===== config.mk =====
export PLATFORM = sky130hd
export DESIGN_NAME = cpu_top
export DESIGN_NICKNAME = d
export VERILOG_FILES = /design/src/hw/cpu_pkg.sv /design/src/hw/cpu_top.sv /design/src/hw/bus_sequencer.sv /design/src/hw/opcode_decoder.sv /design/src/hw/register_file.sv /design/src/hw/alu8.sv
export SDC_FILE = /design/constraint.sdc
export NUM_CORES = 1
export LEC_CHECK = 0
export ABC_CLOCK_PERIOD_IN_PS = 5000
export BUFFER_PORTS_ARGS = -buffer_cell sky130_fd_sc_hd__buf_4
export CAP_MARGIN = 10
export CORE_UTILIZATION = 60
export CTS_BUF_LIST = sky130_fd_sc_hd__clkbuf_4
export DETAILED_ROUTE_END_ITERATION = 7
export GPL_ROUTABILITY_DRIVEN = 1
export HOLD_SLACK_MARGIN = 0.08
export PLACE_DENSITY = 0.79
export REMOVE_ABC_BUFFERS = 1
export SLEW_MARGIN = 15
export SYNTH_ARGS = -nofsm -noshare
export SYNTH_HDL_FRONTEND = slang
export SYNTH_SLANG_ARGS = --single-unit
export TNS_END_PERCENT = 50

===== constraint.sdc =====
create_clock -name cpu_clk -period 5 [get_ports cpu_clk]
set_clock_uncertainty 0.2 [all_clocks]
set_input_delay 0.5 -clock cpu_clk [delete_from_list [all_inputs] [get_ports cpu_clk]]
set_output_delay 0.5 -clock cpu_clk [all_outputs]
set_load 0.03 [all_outputs]

===== src/hw/cpu_pkg.sv =====
/*
 * widths, flag and decode types, ALU and addressing enums, opcode values
 */

package cpu_pkg;

	localparam int ADDR_W = 16;
	localparam int DATA_W = 8;

	typedef logic [ADDR_W-1:0] addr_t;
	typedef logic [DATA_W-1:0] byte_t;

	// condition codes kept by the core
	typedef struct packed {
		logic n;
		logic z;
		logic v;
		logic c;
	} ccr_t;

	typedef enum logic [1:0] {ALU_PASS, ALU_ADD, ALU_SUB, ALU_AND} alu_op_e;

	typedef enum logic [2:0] {
		MODE_NONE,
		MODE_INHERENT,
		MODE_IMMEDIATE,
		MODE_DIRECT,
		MODE_EXTENDED,
		MODE_REL8
	} addr_mode_e;

	typedef enum logic [2:0] {OPC_ALU, OPC_STORE, OPC_JMP, OPC_BRANCH, OPC_NOP} op_class_e;

	typedef enum logic [1:0] {COND_ALWAYS, COND_EQ, COND_NE} cond_e;

	typedef enum logic {REG_A, REG_B} reg_sel_e;

	typedef struct packed {
		addr_mode_e mode;
		op_class_e  op_class;
		alu_op_e    alu_op;
		reg_sel_e   reg_sel;
		logic       writes_flags; // flags follow the accumulator write
		cond_e      cond;
		logic       valid;        // low for bytes the core skips
	} decode_t;

	// one-cycle strobes into the register file
	typedef struct packed {
		logic inc_pc;
		logic load_pc;
		logic write_acc;
		logic write_ccr;
	} rf_ctrl_t;

	// 6809 opcode values implemented here
	localparam byte_t OP_NOP      = 8'h12;
	localparam byte_t OP_BRA      = 8'h20;
	localparam byte_t OP_BNE      = 8'h26;
	localparam byte_t OP_BEQ      = 8'h27;
	localparam byte_t OP_JMP_EXT  = 8'h7E;
	localparam byte_t OP_SUBA_IMM = 8'h80;
	localparam byte_t OP_ANDA_IMM = 8'h84;
	localparam byte_t OP_LDA_IMM  = 8'h86;
	localparam byte_t OP_ADDA_IMM = 8'h8B;
	localparam byte_t OP_STA_DIR  = 8'h97;
	localparam byte_t OP_LDA_EXT  = 8'hB6;
	localparam byte_t OP_STA_EXT  = 8'hB7;
	localparam byte_t OP_LDB_IMM  = 8'hC6;
	localparam byte_t OP_ADDB_IMM = 8'hCB;
	localparam byte_t OP_STB_DIR  = 8'hD7;
	localparam byte_t OP_STB_EXT  = 8'hF7;

endpackage

===== src/hw/cpu_top.sv =====
/*
 * core top level, sequencer, decoder, register file and ALU on the bus
 */

`timescale 1ns/1ps

module cpu_top import cpu_pkg::*; #(
	parameter addr_t RESET_VECTOR = 16'hFFFE
) (
	input  logic  cpu_clk,
	input  logic  k_reset,
	input  byte_t cpu_data_i,
	output addr_t cpu_addr_o,
	output byte_t cpu_data_o,
	output logic  cpu_oe_o,
	output logic  cpu_we_o
);

	decode_t  dec;
	rf_ctrl_t rf_ctrl;
	byte_t    opcode;
	byte_t    operand;       // immediate or memory operand, ALU right side
	addr_t    new_pc;
	addr_t    pc;
	byte_t    acc;           // accumulator picked by dec.reg_sel
	ccr_t     ccr;
	ccr_t     alu_ccr;
	byte_t    alu_result;
	logic     cond_true;

	bus_sequencer #(
		.RESET_VECTOR(RESET_VECTOR)
	) u_seq (
		.cpu_clk    (cpu_clk),
		.k_reset    (k_reset),
		.cpu_data_i (cpu_data_i),
		.dec_i      (dec),
		.pc_i       (pc),
		.acc_i      (acc),
		.cond_true_i(cond_true),
		.opcode_o   (opcode),
		.operand_o  (operand),
		.new_pc_o   (new_pc),
		.rf_ctrl_o  (rf_ctrl),
		.cpu_addr_o (cpu_addr_o),
		.cpu_data_o (cpu_data_o),
		.cpu_oe_o   (cpu_oe_o),
		.cpu_we_o   (cpu_we_o)
	);

	opcode_decoder u_dec (
		.opcode_i(opcode),
		.dec_o   (dec)
	);

	register_file u_regs (
		.cpu_clk    (cpu_clk),
		.k_reset    (k_reset),
		.ctrl_i     (rf_ctrl),
		.reg_sel_i  (dec.reg_sel),
		.acc_wdata_i(alu_result),
		.ccr_i      (alu_ccr),
		.new_pc_i   (new_pc),
		.pc_o       (pc),
		.acc_o      (acc),
		.ccr_o      (ccr)
	);

	alu8 u_alu (
		.op_i       (dec.alu_op),
		.a_i        (acc),
		.b_i        (operand),
		.ccr_i      (ccr),
		.cond_i     (dec.cond),
		.result_o   (alu_result),
		.ccr_o      (alu_ccr),
		.cond_true_o(cond_true)
	);

endmodule


===== src/hw/bus_sequencer.sv =====
/*
 * main state machine: reset vector, fetch, operand and memory reads,
 * execute, memory write and branch
 */

`timescale 1ns/1ps

module bus_sequencer import cpu_pkg::*; #(
	parameter addr_t RESET_VECTOR = 16'hFFFE
) (
	input  logic     cpu_clk,
	input  logic     k_reset,
	input  byte_t    cpu_data_i,
	input  decode_t  dec_i,
	input  addr_t    pc_i,
	input  byte_t    acc_i,
	input  logic     cond_true_i,
	output byte_t    opcode_o,
	output byte_t    operand_o,
	output addr_t    new_pc_o,
	output rf_ctrl_t rf_ctrl_o,
	output addr_t    cpu_addr_o,
	output byte_t    cpu_data_o,
	output logic     cpu_oe_o,
	output logic     cpu_we_o
);

	typedef enum logic [3:0] {
		ST_COLD,
		ST_FETCH,
		ST_RD_ADDR,
		ST_RD_OE,
		ST_RD_DATA,
		ST_LOAD_PC,
		ST_DECODE,
		ST_EXEC,
		ST_WRITE,
		ST_WRITE_1,
		ST_BRANCH
	} state_e;

	// what the current three-cycle read is for
	typedef enum logic [1:0] {RD_VEC, RD_FETCH, RD_OPR, RD_MEM} rd_kind_e;

	state_e   state;
	rd_kind_e rd_kind;
	logic     byte_hi;    // next byte read is the high half
	addr_t    ea;         // vector pointer or effective address
	addr_t    rel_target;

	// PC already points past the offset byte here
	assign rel_target = pc_i + {{(ADDR_W - DATA_W){operand_o[DATA_W-1]}}, operand_o};

	always_ff @(posedge cpu_clk or posedge k_reset)
	begin
		if (k_reset)
		begin
			state      <= ST_COLD;
			rd_kind    <= RD_VEC;
			byte_hi    <= 1'b0;
			ea         <= '0;
			opcode_o   <= '0;
			operand_o  <= '0;
			new_pc_o   <= '0;
			rf_ctrl_o  <= '0;
			cpu_addr_o <= '0;
			cpu_data_o <= '0;
			cpu_oe_o   <= 1'b0;
			cpu_we_o   <= 1'b0;
		end
		else
		begin
			rf_ctrl_o <= '0; // strobes self-clear
			cpu_oe_o  <= 1'b0;
			cpu_we_o  <= 1'b0;
			case (state)
				ST_COLD:
				begin
					ea      <= RESET_VECTOR;
					byte_hi <= 1'b1;
					rd_kind <= RD_VEC;
					state   <= ST_RD_ADDR;
				end
				ST_FETCH:
				begin
					cpu_addr_o        <= pc_i;
					rf_ctrl_o.inc_pc  <= 1'b1;
					rd_kind           <= RD_FETCH;
					state             <= ST_RD_OE;
				end
				ST_RD_ADDR:
				begin
					if (rd_kind == RD_OPR)
					begin
						cpu_addr_o       <= pc_i; // operand bytes follow the opcode
						rf_ctrl_o.inc_pc <= 1'b1;
					end
					else
						cpu_addr_o <= ea;
					state <= ST_RD_OE;
				end
				ST_RD_OE:
				begin
					cpu_oe_o <= 1'b1;
					state    <= ST_RD_DATA;
				end
				ST_RD_DATA:
				begin
					case (rd_kind)
						RD_VEC:
						begin
							if (byte_hi)
							begin
								new_pc_o[ADDR_W-1:DATA_W] <= cpu_data_i;
								ea      <= ea + addr_t'(1);
								byte_hi <= 1'b0;
								state   <= ST_RD_ADDR;
							end
							else
							begin
								new_pc_o[DATA_W-1:0] <= cpu_data_i;
								rf_ctrl_o.load_pc    <= 1'b1;
								state                <= ST_LOAD_PC;
							end
						end
						RD_FETCH:
						begin
							opcode_o <= cpu_data_i;
							state    <= ST_DECODE;
						end
						RD_OPR:
						begin
							if (byte_hi)
							begin
								ea[ADDR_W-1:DATA_W] <= cpu_data_i; // extended, high byte first
								byte_hi <= 1'b0;
								state   <= ST_RD_ADDR;
							end
							else if (dec_i.mode == MODE_IMMEDIATE)
							begin
								operand_o <= cpu_data_i;
								state     <= ST_EXEC;
							end
							else if (dec_i.mode == MODE_REL8)
							begin
								operand_o <= cpu_data_i;
								state     <= ST_BRANCH;
							end
							else
							begin
								if (dec_i.mode == MODE_DIRECT)
									ea <= {byte_t'(0), cpu_data_i}; // page zero
								else
									ea[DATA_W-1:0] <= cpu_data_i;
								if (dec_i.op_class == OPC_STORE)
									state <= ST_WRITE;
								else if (dec_i.op_class == OPC_JMP)
									state <= ST_EXEC;
								else
								begin
									rd_kind <= RD_MEM;
									state   <= ST_RD_ADDR;
								end
							end
						end
						default:
						begin
							operand_o <= cpu_data_i; // memory operand
							state     <= ST_EXEC;
						end
					endcase
				end
				ST_LOAD_PC:
					state <= ST_FETCH; // wait for PC to take the new value
				ST_DECODE:
				begin
					if (!dec_i.valid || dec_i.mode == MODE_INHERENT)
						state <= ST_FETCH; // NOP or unknown byte
					else
					begin
						byte_hi <= (dec_i.mode == MODE_EXTENDED);
						rd_kind <= RD_OPR;
						state   <= ST_RD_ADDR;
					end
				end
				ST_EXEC:
				begin
					if (dec_i.op_class == OPC_JMP)
					begin
						new_pc_o          <= ea;
						rf_ctrl_o.load_pc <= 1'b1;
						state             <= ST_LOAD_PC;
					end
					else
					begin
						rf_ctrl_o.write_acc <= 1'b1;
						rf_ctrl_o.write_ccr <= dec_i.writes_flags;
						state               <= ST_FETCH;
					end
				end
				ST_WRITE:
				begin
					cpu_addr_o <= ea;
					cpu_data_o <= acc_i;
					cpu_we_o   <= 1'b1;
					state      <= ST_WRITE_1;
				end
				ST_WRITE_1:
					state <= ST_FETCH;
				ST_BRANCH:
				begin
					if (cond_true_i)
					begin
						new_pc_o          <= rel_target;
						rf_ctrl_o.load_pc <= 1'b1;
						state             <= ST_LOAD_PC;
					end
					else
						state <= ST_FETCH; // not taken, carry on after offset
				end
				default:
					state <= ST_COLD;
			endcase
		end
	end

	a_oe_we_excl: assert property (@(posedge cpu_clk) disable iff (k_reset)
		!(cpu_oe_o && cpu_we_o));

	a_oe_pulse: assert property (@(posedge cpu_clk) disable iff (k_reset)
		cpu_oe_o |=> !cpu_oe_o);

	a_we_pulse: assert property (@(posedge cpu_clk) disable iff (k_reset)
		cpu_we_o |=> !cpu_we_o);

endmodule


===== src/hw/opcode_decoder.sv =====
/*
 * opcode byte to decode record, one table row per supported opcode
 */

`timescale 1ns/1ps

module opcode_decoder import cpu_pkg::*; (
	input  byte_t   opcode_i,
	output decode_t dec_o
);

	function automatic decode_t row(input addr_mode_e mode, input op_class_e op_class,
		input alu_op_e alu_op, input reg_sel_e reg_sel, input logic wf, input cond_e cond);
		return '{mode: mode, op_class: op_class, alu_op: alu_op, reg_sel: reg_sel,
			writes_flags: wf, cond: cond, valid: 1'b1};
	endfunction

	always_comb
	begin
		// anything not listed is skipped by the sequencer
		dec_o = '{mode: MODE_NONE, op_class: OPC_NOP, alu_op: ALU_PASS, reg_sel: REG_A,
			writes_flags: 1'b0, cond: COND_ALWAYS, valid: 1'b0};
		case (opcode_i)
			OP_LDA_IMM:
				dec_o = row(MODE_IMMEDIATE, OPC_ALU, ALU_PASS, REG_A, 1'b1, COND_ALWAYS);
			OP_LDA_EXT:
				dec_o = row(MODE_EXTENDED, OPC_ALU, ALU_PASS, REG_A, 1'b1, COND_ALWAYS);
			OP_LDB_IMM:
				dec_o = row(MODE_IMMEDIATE, OPC_ALU, ALU_PASS, REG_B, 1'b1, COND_ALWAYS);
			OP_ADDA_IMM:
				dec_o = row(MODE_IMMEDIATE, OPC_ALU, ALU_ADD, REG_A, 1'b1, COND_ALWAYS);
			OP_ADDB_IMM:
				dec_o = row(MODE_IMMEDIATE, OPC_ALU, ALU_ADD, REG_B, 1'b1, COND_ALWAYS);
			OP_SUBA_IMM:
				dec_o = row(MODE_IMMEDIATE, OPC_ALU, ALU_SUB, REG_A, 1'b1, COND_ALWAYS);
			OP_ANDA_IMM:
				dec_o = row(MODE_IMMEDIATE, OPC_ALU, ALU_AND, REG_A, 1'b1, COND_ALWAYS);
			OP_STA_DIR:
				dec_o = row(MODE_DIRECT, OPC_STORE, ALU_PASS, REG_A, 1'b0, COND_ALWAYS);
			OP_STA_EXT:
				dec_o = row(MODE_EXTENDED, OPC_STORE, ALU_PASS, REG_A, 1'b0, COND_ALWAYS);
			OP_STB_DIR:
				dec_o = row(MODE_DIRECT, OPC_STORE, ALU_PASS, REG_B, 1'b0, COND_ALWAYS);
			OP_STB_EXT:
				dec_o = row(MODE_EXTENDED, OPC_STORE, ALU_PASS, REG_B, 1'b0, COND_ALWAYS);
			OP_JMP_EXT:
				dec_o = row(MODE_EXTENDED, OPC_JMP, ALU_PASS, REG_A, 1'b0, COND_ALWAYS);
			OP_BRA:
				dec_o = row(MODE_REL8, OPC_BRANCH, ALU_PASS, REG_A, 1'b0, COND_ALWAYS);
			OP_BEQ:
				dec_o = row(MODE_REL8, OPC_BRANCH, ALU_PASS, REG_A, 1'b0, COND_EQ);
			OP_BNE:
				dec_o = row(MODE_REL8, OPC_BRANCH, ALU_PASS, REG_A, 1'b0, COND_NE);
			OP_NOP:
				dec_o = row(MODE_INHERENT, OPC_NOP, ALU_PASS, REG_A, 1'b0, COND_ALWAYS);
			default:
				dec_o.valid = 1'b0;
		endcase
	end

endmodule


===== src/hw/register_file.sv =====
/*
 * accumulators A and B, program counter and condition codes
 */

`timescale 1ns/1ps

module register_file import cpu_pkg::*; (
	input  logic     cpu_clk,
	input  logic     k_reset,
	input  rf_ctrl_t ctrl_i,
	input  reg_sel_e reg_sel_i,
	input  byte_t    acc_wdata_i,
	input  ccr_t     ccr_i,
	input  addr_t    new_pc_i,
	output addr_t    pc_o,
	output byte_t    acc_o,
	output ccr_t     ccr_o
);

	byte_t acc_a;
	byte_t acc_b;
	addr_t pc_q;
	ccr_t  ccr_q;

	always_ff @(posedge cpu_clk or posedge k_reset)
	begin
		if (k_reset)
		begin
			acc_a <= '0;
			acc_b <= '0;
			pc_q  <= '0;
			ccr_q <= '0;
		end
		else
		begin
			if (ctrl_i.load_pc)
				pc_q <= new_pc_i; // vector, jump or branch target
			else if (ctrl_i.inc_pc)
				pc_q <= pc_q + addr_t'(1);
			if (ctrl_i.write_acc)
			begin
				if (reg_sel_i == REG_B)
					acc_b <= acc_wdata_i;
				else
					acc_a <= acc_wdata_i;
			end
			if (ctrl_i.write_ccr)
				ccr_q <= ccr_i;
		end
	end

	assign pc_o  = pc_q;
	assign acc_o = (reg_sel_i == REG_B) ? acc_b : acc_a;
	assign ccr_o = ccr_q;

	a_pc_one_source: assert property (@(posedge cpu_clk) disable iff (k_reset)
		!(ctrl_i.inc_pc && ctrl_i.load_pc));

endmodule


===== src/hw/alu8.sv =====
/*
 * 8-bit ALU with N Z V C flags and branch condition test
 */

`timescale 1ns/1ps

module alu8 import cpu_pkg::*; (
	input  alu_op_e op_i,
	input  byte_t   a_i,
	input  byte_t   b_i,
	input  ccr_t    ccr_i,
	input  cond_e   cond_i,
	output byte_t   result_o,
	output ccr_t    ccr_o,
	output logic    cond_true_o
);

	logic [DATA_W:0] add_w;
	logic [DATA_W:0] sub_w; // top bit is the borrow

	assign add_w = {1'b0, a_i} + {1'b0, b_i};
	assign sub_w = {1'b0, a_i} - {1'b0, b_i};

	always_comb
	begin
		result_o = b_i;
		ccr_o    = ccr_i; // C kept unless the op sets it
		ccr_o.v  = 1'b0;
		case (op_i)
			ALU_ADD:
			begin
				result_o = add_w[DATA_W-1:0];
				ccr_o.c  = add_w[DATA_W];
				ccr_o.v  = (a_i[DATA_W-1] == b_i[DATA_W-1]) &&
					(result_o[DATA_W-1] != a_i[DATA_W-1]);
			end
			ALU_SUB:
			begin
				result_o = sub_w[DATA_W-1:0];
				ccr_o.c  = sub_w[DATA_W];
				ccr_o.v  = (a_i[DATA_W-1] != b_i[DATA_W-1]) &&
					(result_o[DATA_W-1] != a_i[DATA_W-1]);
			end
			ALU_AND:
				result_o = a_i & b_i;
			default:
				result_o = b_i; // load
		endcase
		ccr_o.n = result_o[DATA_W-1];
		ccr_o.z = (result_o == '0);
	end

	always_comb
	begin
		case (cond_i)
			COND_EQ: cond_true_o = ccr_i.z;
			COND_NE: cond_true_o = !ccr_i.z;
			default: cond_true_o = 1'b1;
		endcase
	end

endmodule


# == Word-level counts from Yosys, hierarchy flattened ==
# Cells that the tools add are included.
# classes
addsub,5
multipliers,0
div,0
n_lt_le_gt_ge,0
n_eq_ne,62
shift,0
n_mux,60
bitwise,3
n_reduce_logical,27
# ops
op,count
one-hot mux 12 bit (16 select lines),1
2-to-1 mux 16 bit,9
one-hot mux 16 bit (3 select lines),2
"equality test 8 bit, second input constant",11
2-to-1 mux 8 bit,9
one-hot mux 16 bit (2 select lines),2
one-hot mux 4 bit (9 select lines),1
"adder 16 x 1 -> 16 bit, second input constant",2
"equality test 8 x 6 -> 1 bit, second input constant",3
one-hot mux 8 bit (3 select lines),1
2-to-1 mux 2 bit,10
"!= test 2 bit, second input constant",10
adder 16 bit,1
"equality test 4 x 3 -> 1 bit, second input constant",4
2-to-1 mux 4 bit,4
one-hot mux 8 bit (2 select lines),1
OR reduction 16 bit,1
"equality test 4 bit, second input constant",3
2-to-1 mux 3 bit,4
"!= test 3 bit, second input constant",4
"!= test 4 x 3 -> 1 bit, second input constant",3
one-hot mux 4 bit (3 select lines),1
AND reduction 6 bit,2
2-to-1 mux 1 bit,10
32 further kinds,58
# word_totals
regBits,118
latch_bits,0
ram_bits,0
romBits,0
inputBits,10
output_inout_bits,26
elab_cells,178
n_memories,0

# == Depth between registers and ports, before layout ==
# Gate-level depths: netlist (run 1).
# depth
word_depth,10
depth_mapped,17
ltp_nobuf,16

# == By module ==
# A second synthesis (run 1) with hierarchy kept.
# unflattened
cells_unflattened,938
hier_area_um2,8465.6
# modules_own_cells
mod,instances,cells_per_inst,area_each_um2,seq_area_each_um2
bus_sequencer,1,561,5132.4,2127.0
register_file,1,151,1730.4,900.9
alu8,1,170,1222.4,0.0
opcode_decoder,1,56,380.4,0.0

# == Worst setup path before layout (run 1) ==
# No wires, ideal clock.
# synth_timing
path_type,reg2reg
startpoint,register u_seq.opcode_o[1]
endpoint,register u_regs.ccr_q (netlist bit u_regs.ccr_o[2])
setup_time_ns,0.104
t_arrival_ns,3.385
required_ns,4.696
slack_ns,1.311
path_stages_with_launch,18
n_path_buf,1
synth_period_minus_slack_ns,3.689
cell_sequence,dfrtp_1 -> buf_4 -> nor4_1 -> nand2_1 -> a21oi_1 -> inv_1 -> ha_1 -> mux2_2 -> inv_1 -> ha_1 -> nor2b_1 -> o31ai_1 -> a21oi_1 -> a31oi_1 -> nor2_1 -> mux2i_1 -> o2111ai_1 -> o41ai_2
# synth_via
elab_chain_len,6
elab_cells_between_ends,26
classes_between,add/sub (2); eq/ne (19); mux (3); bitwise (1); reduce/logical (1)
# synth_lines
item,line,source
"start, declared",bus_sequencer.sv:18,"output byte_t opcode_o,"
"start signal, assigned",bus_sequencer.sv:128,opcode_o <= cpu_data_i;
"equality test 8 x 5 -> 1 bit, or another cell as far along",opcode_decoder.sv:23,case (opcode_i)
one-hot mux 12 bit (16 select lines) *,opcode_decoder.sv:23,
2-to-1 mux 8 bit,register_file.sv:53,assign acc_o = (reg_sel_i == REG_B) ? acc_b : acc_a;
"subtractor 8 bit, or another cell as far along",alu8.sv:22,"assign sub_w = {1'b0, a_i} - {1'b0, b_i};"
one-hot mux 8 bit (3 select lines) *,alu8.sv:29,case (op_i)
logical NOT 8 bit *,alu8.sv:50,ccr_o.z = (result_o == '0);
"end signal, assigned",register_file.sv:48,ccr_q <= ccr_i;
"end, declared",register_file.sv:23,ccr_t ccr_q;
# Mark *: on every way between the ends. The rest lies on a longest branch, timed or not.
# A chain may end at the register's enable or synchronous reset.

# == Worst setup path after layout (run 1) ==
# Same ends and word-level chain as after synthesis.

==> impl_results.md, run 1 <==
* Setup-violating endpoint count in the final report at 0
* Met2 wire length at 8891 um
* Synthesized area at 0.007307 mm^2
* Comb pwr share at 51.0%
* Core ar. at 0.01166 mm^2
* Sequential area share after synthesis at 40.41%
* RSZ-0062 raised after global routing: no
* Startpoint Class: flop
* Via/cell ratio at 6.294
* Clock latency on the worst-skew pair at 570 ps
* P per Cell Area at 619.4 mW/mm^2
* Final setup TNS at 0 ps
* Cell type with the largest total area after synthesis: dfrtp_1
* Die height at 112.4 um
* Hold slack at 287.7 ps
* Cell Int Power at 2.638 mW
* Ys flop type: dfrtp_1
* Layout cells sized above 1 at 13.62%
* Die W at 112.4 um
* CTS Buf Count at 17
* Clk network pwr share at 12.5%
* 1st-iter DRT viols at 494
* Final worst path period share at 88.68%
* Synth warnings at 0
* Final Instance Count excl. Fillers at 1003
* Post-CTS sizing at 0
* Lkg Pwr at 3.599 nW
* GP Congestion at 0.9315
* H-tree depth at 4
* Worst setup margin at 566.2 ps
* Vias in the first global route at 6282
* Area Growth Syn to Fin at 9.024%
* Routed wire length at 18600 um
* Initial antenna violation count at 1
* Post-CTS Setup Inserts at 0
* Mapped Cells at 817
* Clock root cell: clkbuf_4
* Placed wire-length estimate at 13170 um
* Maximum fanout count along the critical path at 11
* CTS sink cnt at 118
* Global-route wire length before repair at 31060 um
* Peak VDD IR at 0.4652 mV
* Largest net degree at the start of global routing at 87
* Dpl cell area at 0.007639 mm^2
* CTS tree: yes
* Max Clk Rate at 0.2255 GHz
* Detail Route Antenna Nets at 0
* Number of synthesized flops with an enable pin at 0
* Cell variety after synth at 63
* R2R setup slack at 570 ps
* Count leader, synth: dfrtp_1
* Status: finished clean
* Mean Syn Cell Area at 8.944 um^2
* Met1 WL at 8267 um
* CTS Hold Buffers Added at 9
* Max Buffers Root-to-Sink at 2
* Final slew viol count at 0
* P_sw at 2.296 mW
* Slew margin rel. at 24.58%
* # DRC at 0
* Least-Margin Pin Slew at 1127 ps
* Finished Core Util at 68.31%
* Sw frac at 46.54%
* Synth top area cells: dfrtp_1, o21ai_0, ha_1
* Commonest cells in the netlist: dfrtp_1, nand2_1, o21ai_0, nor2_1, a21oi_1
* Top Metal Used: met4
* GR Overflow Total at 0
* Nets at 889
* Synth top area share at 40.41%
* Kind of critical path: reg2reg
* DR vias at 6313
* Worst EP arrival at 4690 ps
* Starting density of the core at 62.65%
* FFs w/ async S/R, synth at 100.0%
* Placed Cells at 961
* Reg clk slew, reported paths at 120 ps
* Max cap viols at 0
* Overall power at 4.934 mW
* #FFs+latches synth at 118
* DR WL/cell at 18.54 um
* I/O Buffers at 35
* Min Tclk post-route at 4434 ps
* Required @ worst endpoint at 5260 ps
* Detail Route met3 WL at 1015 um
* Die area at 0.01262 mm^2
* Final hold vios at 0
* Hold WC Path Type: reg2reg
* Sequential power share at 36.5%
* # IOs at 36
* Critical path endpoint category: flop
* DRT Pass-1 Iters at 7
* Global Route Usage Sum at 31.68%
* Post-Place Worst Slack at 719.7 ps
* Final instance area at 0.007966 mm^2
* Cell row count at 39
-- routing by layer --
layer | vias to the layer above | global-route usage, %
met5 | - | 0
li1 | 2991 | -
met4 | 0 | 12.53
met2 | 211 | 51.51
met1 | 3073 | 41.94
met3 | 38 | 6.263
-- layout make-up --
cell class	count	area, um^2
Sequential cell	118	2953
Clock inverter	13	90.09
Timing Repair Buffer	50	397.9
Clock buffer	19	142.6
Tap cell	143	178.9
Inverter	26	102.6
Antenna cell	1	2.502
Fill cell	931	3696
Multi-Input combinational cell	633	4099
-- power groups by stage --
| stage | sequential (mW) | combinational, mW | clock [mW] |
|---|---|---|---|
| after floorplan | 1.80 | 1.78 | 0 |
| after global placement | 1.77 | 2.36 | 0 |
| after detailed placement | 1.80 | 2.47 | 0 |
| after CTS | 1.78 | 2.49 | 0.626 |
| after global routing | 1.85 | 2.81 | 0.663 |
| final | 1.80 | 2.52 | 0.616 |
-- cells in the final DEF (no fill, tap or decap), types with 4 or more instances in the layout --
| cell type | count |
|---|---|
| and2_1 | 5 |
| a21oi_1 | 50 |
| inv_1 | 25 |
| nor2b_1 | 5 |
| nor3_1 | 16 |
| a22oi_1 | 4 |
| ha_1 | 31 |
| nand2b_1 | 9 |
| mux2i_1 | 22 |
| dfrtp_1 | 118 |
| a221o_1 | 4 |
| a221oi_1 | 13 |
| dlygate4sd3_1 | 9 |
| clkbuf_4 | 19 |
| o21bai_1 | 4 |
| and3_1 | 12 |
| o21a_1 | 4 |
| o31ai_1 | 6 |
| clkinv_2 | 5 |
| nand3_1 | 18 |
| a21o_1 | 8 |
| or2_2 | 4 |
| o22a_1 | 4 |
| mux2_2 | 33 |
| a31oi_1 | 12 |
| nand4_1 | 8 |
| buf_4 | 41 |
| clkinv_1 | 5 |
| xor2_1 | 23 |
| nand3b_1 | 4 |
| nand2_1 | 97 |
| xnor2_1 | 18 |
| nor2_1 | 84 |
| o21ai_0 | 88 |
| a222oi_1 | 4 |
-- path summary, 6_finish.rpt --
kind,start,endpoint,cells after the start
hold reg to reg,u_seq.new_pc_o[13],u_regs.pc_o[13],2
setup / recovery,u_seq.opcode_o[1],u_regs.ccr_o[2],16
setup reg to reg,u_seq.opcode_o[1],u_regs.ccr_o[2],16
hold / removal,u_seq.new_pc_o[13],u_regs.pc_o[13],2
min in group asynchronous,k_reset,u_seq.cpu_addr_o[2],3
max in group asynchronous,k_reset,u_regs.pc_o[13],4
-- sequential cells by signal (all words and copies together), names as in the netlist --
signal            count
u_regs.acc_a          8
u_regs.acc_b          8
u_regs.ccr_o          1
u_regs.pc_o          16
u_seq.byte_hi         1
u_seq.cpu_addr_o     16
u_seq.cpu_data_o      8
u_seq.cpu_oe_o        1
u_seq.cpu_we_o        1
u_seq.ea             16
u_seq.new_pc_o       16
u_seq.opcode_o        8
u_seq.operand_o       8
u_seq.rd_kind         2
u_seq.rf_ctrl_o       4
u_seq.state           4
-- worst max-delay path, stage by stage (launching register included) --
cell and delay [ps]:
dfrtp_1 510, nor4_1 460, nand2_1 100, a21oi_1 230, inv_1 90, ha_1 300
mux2_2 340, inv_1 80, ha_1 220, nor2b_1 150, o31ai_1 320, a21oi_1 160
a31oi_1 310, nor2_1 90, mux2i_1 130, o2111ai_1 220, o41ai_2 440
-- kinds of logic (layout without fill, tap and decap cells) --
kind of cell	Yosys count	after routing	synth area share (%)
buf+inv	66	108	3.562
fa+ha+maj	33	33	5.856
flops	118	118	40.41
xor+xnor	41	41	4.914
compound gates	226	226	19.66
mux	56	56	8.288
simple gates	277	277	17.31
other cells	0	1	0
Note: power is estimated with default switching activity, not from simulation.
==> run 2: changes to the inputs <==
--- a/config.mk
+++ b/config.mk
@@ -8,12 +8,12 @@
 export ABC_CLOCK_PERIOD_IN_PS = 5000
 export BUFFER_PORTS_ARGS = -buffer_cell sky130_fd_sc_hd__buf_4
 export CAP_MARGIN = 10
-export CORE_UTILIZATION = 60
+export CORE_UTILIZATION = 37
 export CTS_BUF_LIST = sky130_fd_sc_hd__clkbuf_4
 export DETAILED_ROUTE_END_ITERATION = 7
 export GPL_ROUTABILITY_DRIVEN = 1
 export HOLD_SLACK_MARGIN = 0.08
-export PLACE_DENSITY = 0.79
+export PLACE_DENSITY = 0.54
 export REMOVE_ABC_BUFFERS = 1
 export SLEW_MARGIN = 15
 export SYNTH_ARGS = -nofsm -noshare
==> run 2 against run 1 <==
Against the previous run: fmax is 8.0% higher; register-to-register slack gained 330 ps; highest routed layer unchanged; first-iteration DRC count is 12% lower; utilization decreased by 26 points; largest cell class unchanged.
==> impl_results.md, run 2 (synthesis gave the netlist of run 1 again) <==
* Detail Route Antenna Nets at 0 (unchanged)
* Area Growth Syn to Fin at 12.09% (was 9.024%)
* Worst setup margin at 892.8 ps (was 566.2 ps)
* CTS tree: yes (unchanged)
* Final worst path period share at 82.14% (was 88.68%)
* DRT Pass-1 Iters at 5 (was 7)
* Max Buffers Root-to-Sink at 2 (unchanged)
* Kind of critical path: reg2reg (unchanged)
* Peak per-stage delay on the critical path at 480 ps (was 510 ps)
* Worst EP arrival at 4370 ps (was 4690 ps)
* GR Overflow Total at 0 (unchanged)
* Layout cells sized above 1 at 14.40% (was 13.62%)
* P per Cell Area at 615.9 mW/mm^2 (was 619.4 mW/mm^2)
* Nets at 891 (was 889)
* Reg clk slew, reported paths at 120 ps (about the same)
* Met2 Use GR at 30.47% (was 51.51%)
* Placed Cells at 1087 (was 961)
* Dpl cell area at 0.007821 mm^2 (was 0.007639 mm^2)
* Final setup TNS at 0 ps (unchanged)
* # DRC at 0 (unchanged)
* # IOs at 36 (unchanged)
* M3 GR Usage at 3.466% (was 6.263%)
* Die height at 142.5 um (was 112.4 um)
* Routed wire length at 19620 um (was 18600 um)
* Clock latency on the worst-skew pair at 560 ps (was 570 ps)
* Max cap viols at 0 (unchanged)
* Final slew viol count at 0 (unchanged)
* Vias in the first global route at 5766 (was 6282)
* Hold WC Path Type: in2reg (was reg2reg)
* Core ar. at 0.01940 mm^2 (was 0.01166 mm^2)
* Most frequent cells in the layout: dfrtp_1, nand2_1, o21ai_0 (unchanged)
* Final instance area at 0.008190 mm^2 (was 0.007966 mm^2)
* CTS Hold Buffers Added at 7 (was 9)
* Met1 usage at 29.38% (was 41.94%)
* Post-Place Worst Slack at 892.0 ps (was 719.7 ps)
* Status: finished clean (unchanged)
* Maximum fanout count along the critical path at 10 (was 11)
* Commonest non-fill, non-tap cell in the layout: dfrtp_1 (unchanged)
* H-tree depth at 4 (unchanged)
* Least-Margin Pin Slew at 1162 ps (was 1127 ps)
* GP Congestion at 0.8520 (was 0.9315)
* Die area at 0.02031 mm^2 (was 0.01262 mm^2)
* 1st-iter DRT viols at 435 (was 494)
* Max Clk Rate at 0.2435 GHz (was 0.2255 GHz)
* Final Instance Count excl. Fillers at 1127 (was 1003)
* Startpoint Class: flop (unchanged)
* I/O Buffers at 35 (unchanged)
* Global Route Usage Sum at 20.32% (was 31.68%)
* Cell row count at 51 (was 39)
* Via/cell ratio at 5.481 (was 6.294)
* CTS Buf Count at 17 (unchanged)
* Peak VDD IR at 0.3092 mV (was 0.4652 mV)
* Die W at 142.5 um (was 112.4 um)
* Largest net degree at the start of global routing at 82 (was 87)
* Post-CTS Setup Inserts at 0 (unchanged)
* Critical path, cell by cell: nor4_1, nand2_1, a21oi_1, inv_1, ha_1, mux2_2, inv_1, ha_1, nor2b_1, o31ai_1, a21oi_1, a31oi_1, nor2_1, mux2i_1, o2111ai_1, o41ai_2 (unchanged)
* DR vias at 6177 (was 6313)
* Critical path's slowest cell: dfrtp_1 (unchanged)
* Placed wire-length estimate at 13580 um (was 13170 um)
* Multi-input logic area at 0.004099 mm^2 (unchanged)
* Global-route wire length before repair at 31600 um (was 31060 um)
* Final hold vios at 0 (unchanged)
* Initial antenna violation count at 1 (unchanged)
* DR WL/cell at 17.41 um (was 18.54 um)
* Required @ worst endpoint at 5260 ps (about the same)
* Min Tclk post-route at 4107 ps (was 4434 ps)
* Clock root cell: clkbuf_4 (unchanged)
* Slew margin rel. at 22.37% (was 24.58%)
* Storage cell area at 0.002953 mm^2 (unchanged)
* GRT Max-Usage Layer: met2 (unchanged)
* R2R setup slack at 890 ps (was 570 ps)
* Lkg Pwr at 3.633 nW (was 3.599 nW)
* Setup-violating endpoint count in the final report at 0 (unchanged)
* Post-CTS sizing at 0 (unchanged)
* Critical path endpoint category: flop (unchanged)
* Hold slack at 129.1 ps (was 287.7 ps)
* CTS sink cnt at 118 (unchanged)
* Starting density of the core at 37.67% (was 62.65%)
* # fillers at 1979 (was 931)
* RSZ-0062 raised after global routing: no (unchanged)
run 2: cell count changes in the layout (fill, tap and decap cells not counted):
cell / before / now
clkbuf_4: 19 / 18
clkinv_1: 5 / 2
clkinv_4: 1 / 2
clkinv_2: 5 / 4
clkinvlp_4: 1 / 2
inv_6: 1 / 2
bufinv_16: 1 / 3
dlygate4sd3_1: 9 / 7
buf_4: 41 / 45
run 2: area by class of cell:
type | count | area share, %
diodes | 1 | 0.03055
clock buffers | 18 | 1.650
clock inverters | 14 | 1.940
inverters | 26 | 1.253
multi-input cells | 633 | 50.05
flip-flops and latches | 118 | 36.05
well taps | 265 | 4.048
repair buffers | 52 | 4.980
run 2: metrics by stage:
stage / util [%] / total power, mW
after floorplan: - / 3.574
after global placement: 40.32 / 4.277
after detailed placement: 40.32 / 4.294
after CTS: 42.20 / 5.066
after global routing: 42.22 / 5.462
final: 42.22 / 5.044
run 2: where the power goes:
part / leakage (nW) / internal (mW) / switching [mW]
Combinational: 2.06 / 1.08 / 1.42
Sequential: 1.42 / 1.32 / 0.477
Clock: 0.157 / 0.347 / 0.403
Total: 3.63 / 2.74 / 2.30
run 2: worst paths after layout:
kind,start,endpoint,cells after the start
worst max-delay path,u_seq.opcode_o[0],u_regs.ccr_o[2],16
worst min-delay path,cpu_data_i[6],u_seq.opcode_o[6],2
worst max register to register,u_seq.opcode_o[0],u_regs.ccr_o[2],16
worst min register to register,u_seq.cpu_addr_o[4],u_seq.cpu_addr_o[4],2
max in group asynchronous,k_reset,u_seq.cpu_addr_o[8],4
min in group asynchronous,k_reset,u_regs.acc_b[3],3
run 2: critical path: cells and delay by family, from the launching register on:
family	cells	cell delay (ps)
compound gates	6	1520
simple gates	4	700
fa+ha+maj	2	510
flops	1	480
mux	2	470
buf+inv	2	160
run 2: metal layers:
metal  vias to the layer above  share of wire, %
met5                         -                 0
li1                       2998                 -
met1                      3000                50
met4                         0               2.2
met3                        34               4.4
met2                       145                44
==> run 3: changes to the inputs <==
--- a/config.mk
+++ b/config.mk
@@ -5,7 +5,8 @@
 export SDC_FILE = /design/constraint.sdc
 export NUM_CORES = 1
 export LEC_CHECK = 0
-export ABC_CLOCK_PERIOD_IN_PS = 5000
+export ABC_AREA = 1
+export ABC_CLOCK_PERIOD_IN_PS = 3500
 export BUFFER_PORTS_ARGS = -buffer_cell sky130_fd_sc_hd__buf_4
 export CAP_MARGIN = 10
 export CORE_UTILIZATION = 37
@@ -13,7 +14,7 @@
 export DETAILED_ROUTE_END_ITERATION = 7
 export GPL_ROUTABILITY_DRIVEN = 1
 export HOLD_SLACK_MARGIN = 0.08
-export PLACE_DENSITY = 0.54
+export PLACE_DENSITY = 0.55
 export REMOVE_ABC_BUFFERS = 1
 export SLEW_MARGIN = 15
 export SYNTH_ARGS = -nofsm -noshare
==> constraint.sdc (replaced) <==
create_clock -name cpu_clk -period 3.5 [get_ports cpu_clk]
set_clock_uncertainty 0.2 [all_clocks]
set_input_delay 0.35 -clock cpu_clk [delete_from_list [all_inputs] [get_ports cpu_clk]]
set_output_delay 0.35 -clock cpu_clk [all_outputs]
set_load 0.03 [all_outputs]
==> run 3 against run 2 <==
Against the previous run: routed wire length grew 34%; clock-buffer cell count unchanged; synthesized cell count up 43%; sequential power is 44% higher; first-iteration DRC count up 12%; critical path depth grew 6; sequential cell count unchanged; total power increased by 66%; via count increased by 31%; utilization grew 0.64 points; critical endpoint unchanged; largest power group unchanged; highest routed layer unchanged.
==> impl_results.md, run 3 <==
* Placed Cells at 1477 (was 1087)
* Synth warnings at 0 (unchanged)
* Mean Syn Cell Area at 7.058 um^2 (was 8.944 um^2)
* Max Buffers Root-to-Sink at 2 (unchanged)
* Reg clk slew, reported paths at 120 ps (about the same)
* Peak VDD IR at 0.4180 mV (was 0.3092 mV)
* Max cap viols at 0 (unchanged)
* Most frequent cells in the layout: nand2_1, inv_1, dfrtp_1 (was dfrtp_1, nand2_1, o21ai_0)
* H-tree depth at 4 (unchanged)
* Placed wire-length estimate at 19810 um (was 13580 um)
* Number of synthesized flops with an enable pin at 0 (unchanged)
* Clock root cell: clkbuf_4 (unchanged)
* Nets at 1275 (was 891)
* Slew margin rel. at 48.34% (was 22.37%)
* Crit path depth at 22 (was 16)
* DRT Pass-1 Iters at 6 (was 5)
* Final slew viol count at 0 (unchanged)
* DR WL/cell at 17.19 um (was 17.41 um)
* Largest net degree at the start of global routing at 55 (was 82)
* Startpoint Class: flop (unchanged)
* Commonest cells in the netlist: nand2_1, inv_1, dfrtp_1, nor2_1, o21ai_0 (was dfrtp_1, nand2_1, o21ai_0, nor2_1, a21oi_1)
* Vias in the first global route at 7460 (was 5766)
* CTS tree: yes (unchanged)
* Die area at 0.02294 mm^2 (was 0.02031 mm^2)
* Dpl cell area at 0.008894 mm^2 (was 0.007821 mm^2)
* Mapped Cells at 1171 (was 817)
* #FFs+latches synth at 118 (unchanged)
* GR Overflow Total at 0 (unchanged)
* Synthesized area at 0.008265 mm^2 (was 0.007307 mm^2)
* Final instance area at 0.009383 mm^2 (was 0.008190 mm^2)
* 1st-iter DRT viols at 489 (was 435)
* Finished Core Util at 42.86% (was 42.22%)
* Detail Route Antenna Nets at 0 (unchanged)
* CTS sink cnt at 118 (unchanged)
* Synth top area share at 35.73% (was 40.41%)
* Synth top area cells: dfrtp_1, nand2_1, inv_1 (was dfrtp_1, o21ai_0, ha_1)
* Final setup TNS at 0 ps (unchanged)
* Min Tclk post-route at 3265 ps (was 4107 ps)
* GP Congestion at 0.9580 (was 0.8520)
* FFs w/ async S/R, synth at 100.0% (unchanged)
* Count leader, synth: nand2_1 (was dfrtp_1)
* Overall power at 8.385 mW (was 5.044 mW)
* Lkg Pwr at 4.707 nW (was 3.633 nW)
* Core ar. at 0.02189 mm^2 (was 0.01940 mm^2)
* DR vias at 8071 (was 6177)
* Status: finished clean (unchanged)
* CTS Buf Count at 17 (unchanged)
* Maximum fanout count along the critical path at 6 (was 10)
* # IOs at 36 (unchanged)
* Cell family contributing the most delay on the critical path: simple AND/OR/NAND/NOR gates (was compound AO/OA/AOI/OAI gates)
* Worst path bufs/invs at 4 (was 2)
* Hold WC Path Type: in2async (was in2reg)
* Initial antenna violation count at 1 (unchanged)
* Post-Place Worst Slack at 50.37 ps (was 892.0 ps)
* Area Growth Syn to Fin at 13.52% (was 12.09%)
* P per Cell Area at 893.6 mW/mm^2 (was 615.9 mW/mm^2)
* Global Route Usage Sum at 23.67% (was 20.32%)
* Commonest non-fill, non-tap cell in the layout: nand2_1 (was dfrtp_1)
* Routed wire length at 26220 um (was 19620 um)
* Critical path endpoint category: flop (unchanged)
* # DRC at 0 (unchanged)
* Final Instance Count excl. Fillers at 1525 (was 1127)
* Worst setup margin at 235.2 ps (was 892.8 ps)
* Kind of critical path: reg2reg (unchanged)
* Clock latency on the worst-skew pair at 560 ps (about the same)
* Global-route wire length before repair at 40710 um (was 31600 um)
* Ys flop type: dfrtp_1 (unchanged)
* Required @ worst endpoint at 3800 ps (was 5260 ps)
* Cell row count at 54 (was 51)
* Max Clk Rate at 0.3063 GHz (was 0.2435 GHz)
* CP dominant cell by count: nand2_1
* I/O Buffers at 35 (unchanged)
* Critical path, cell by cell: inv_1, nand2_2, nor2_4, nand2_2, buf_4, inv_1, nor2_1, or2_2, o21ai_0, ha_2, fa_1, inv_1, nand2_1, a21oi_1, nor2_1, a21oi_1, nand2_1, nand2_1, nand3_1, nor2_1, nand2_1, nand2_1 (was nor4_1, nand2_1, a21oi_1, inv_1, ha_1, mux2_2, inv_1, ha_1, nor2b_1, o31ai_1, a21oi_1, a31oi_1, nor2_1, mux2i_1, o2111ai_1, o41ai_2)
* Final worst path period share at 93.28% (was 82.14%)
* Cell type with the largest total area after synthesis: dfrtp_1 (unchanged)
* Sequential area share after synthesis at 35.73% (was 40.41%)
* Worst EP arrival at 3570 ps (was 4370 ps)
* Final hold vios at 0 (unchanged)
* Via/cell ratio at 5.292 (was 5.481)
* Setup-violating endpoint count in the final report at 0 (unchanged)
* Least-Margin Pin Slew at 774.0 ps (was 1162 ps)
* Starting density of the core at 37.76% (was 37.67%)
* Die W at 151.5 um (was 142.5 um)
* Die height at 151.5 um (was 142.5 um)
* Layout cells sized above 1 at 12.94% (was 14.40%)
* Worst Reg-to-Reg Cells at 22 (was 16)
* Critical path's slowest cell: dfrtp_1 (unchanged)
* Cell variety after synth at 50 (was 63)
* Peak per-stage delay on the critical path at 440 ps (was 480 ps)
* Hold slack at 267.1 ps (was 129.1 ps)
[run 3: cell count changes in the layout (fill, tap and decap cells not counted), sizes merged, moves of 17 or more]
cell   before  now
inv        27  155
mux2i      23    0
nor2       84  123
buf        45   62
nand3      18   82
nand2      97  327
mux2       33    0
[run 3: final timing paths]
| path | startpoint | to | slack (ps) |
|---|---|---|---|
| max | u_seq.opcode_o[5] | u_regs.ccr_o[2] | 240 |
| min | k_reset | u_regs.pc_o[9] | 270 |
| max reg2reg | u_seq.opcode_o[5] | u_regs.ccr_o[2] | 240 |
| min reg2reg | u_seq.cpu_data_o[2] | u_seq.cpu_data_o[2] | 290 |
| max in group asynchronous | k_reset | u_seq.rd_kind[1] | 1990 |
| min in group cpu_clk | u_seq.cpu_data_o[2] | u_seq.cpu_data_o[2] | 290 |
[run 3: layout make-up]
cell class                 instances  area [um^2]
clock inverter                    13        138.9
tap                              280        350.3
sequential                       118         2954
inverter                         155        584.3
antenna                            1        2.502
timing repair buffer              71        555.5
multi-input combinational        869         4662
clock buffer                      18        135.1
fill                            2345        12510
[run 3: power by group]
group	internal, mW	switching [mW]
Combinational	1.70	3.04
Sequential	1.92	0.674
Clock	0.484	0.575
Total	4.10	4.29
[run 3: worst reg2reg max path: stages, from the launching register on]
cell     delay, ps
dfrtp_1        440
inv_1           80
nand2_2        120
nor2_4          60
nand2_2         60
buf_4          160
inv_1           50
nor2_1         130
or2_2          120
o21ai_0        150
ha_2           250
fa_1           360
inv_1          130
nand2_1         90
a21oi_1        130
nor2_1          50
a21oi_1        150
nand2_1         70
nand2_1        100
nand3_1        100
nor2_1         120
nand2_1         60
nand2_1         50
[run 3: what timing repair did]
| action | in CTS | in global routing |
|---|---|---|
| setup buffers | 0 | 7 |
| hold buffers | 9 | 0 |
| endpoints found under the hold margin | 83 | 0 |
| resized for setup | 0 | 15 |
| endpoints found under the setup margin | 0 | 10 |
[run 3: logic make-up after synthesis]
group           count (synthesis)  synth area share (%)
flops                         118                 35.73
simple gates                  579                 31.09
compound gates                243                 17.82
buf+inv                       184                 8.704
xor+xnor                       14                 1.483
fa+ha+maj                      33                 5.177
[run 3: layer usage]
metal | vias to the layer above | GRT usage [%] | share of wire [%]
li1 | 3993 | - | -
met1 | 3810 | 32.81 | 46
met2 | 234 | 37.37 | 46
met3 | 34 | 3.832 | 5.6
met4 | 0 | 7.600 | 2.0
met5 | - | 0 | 0
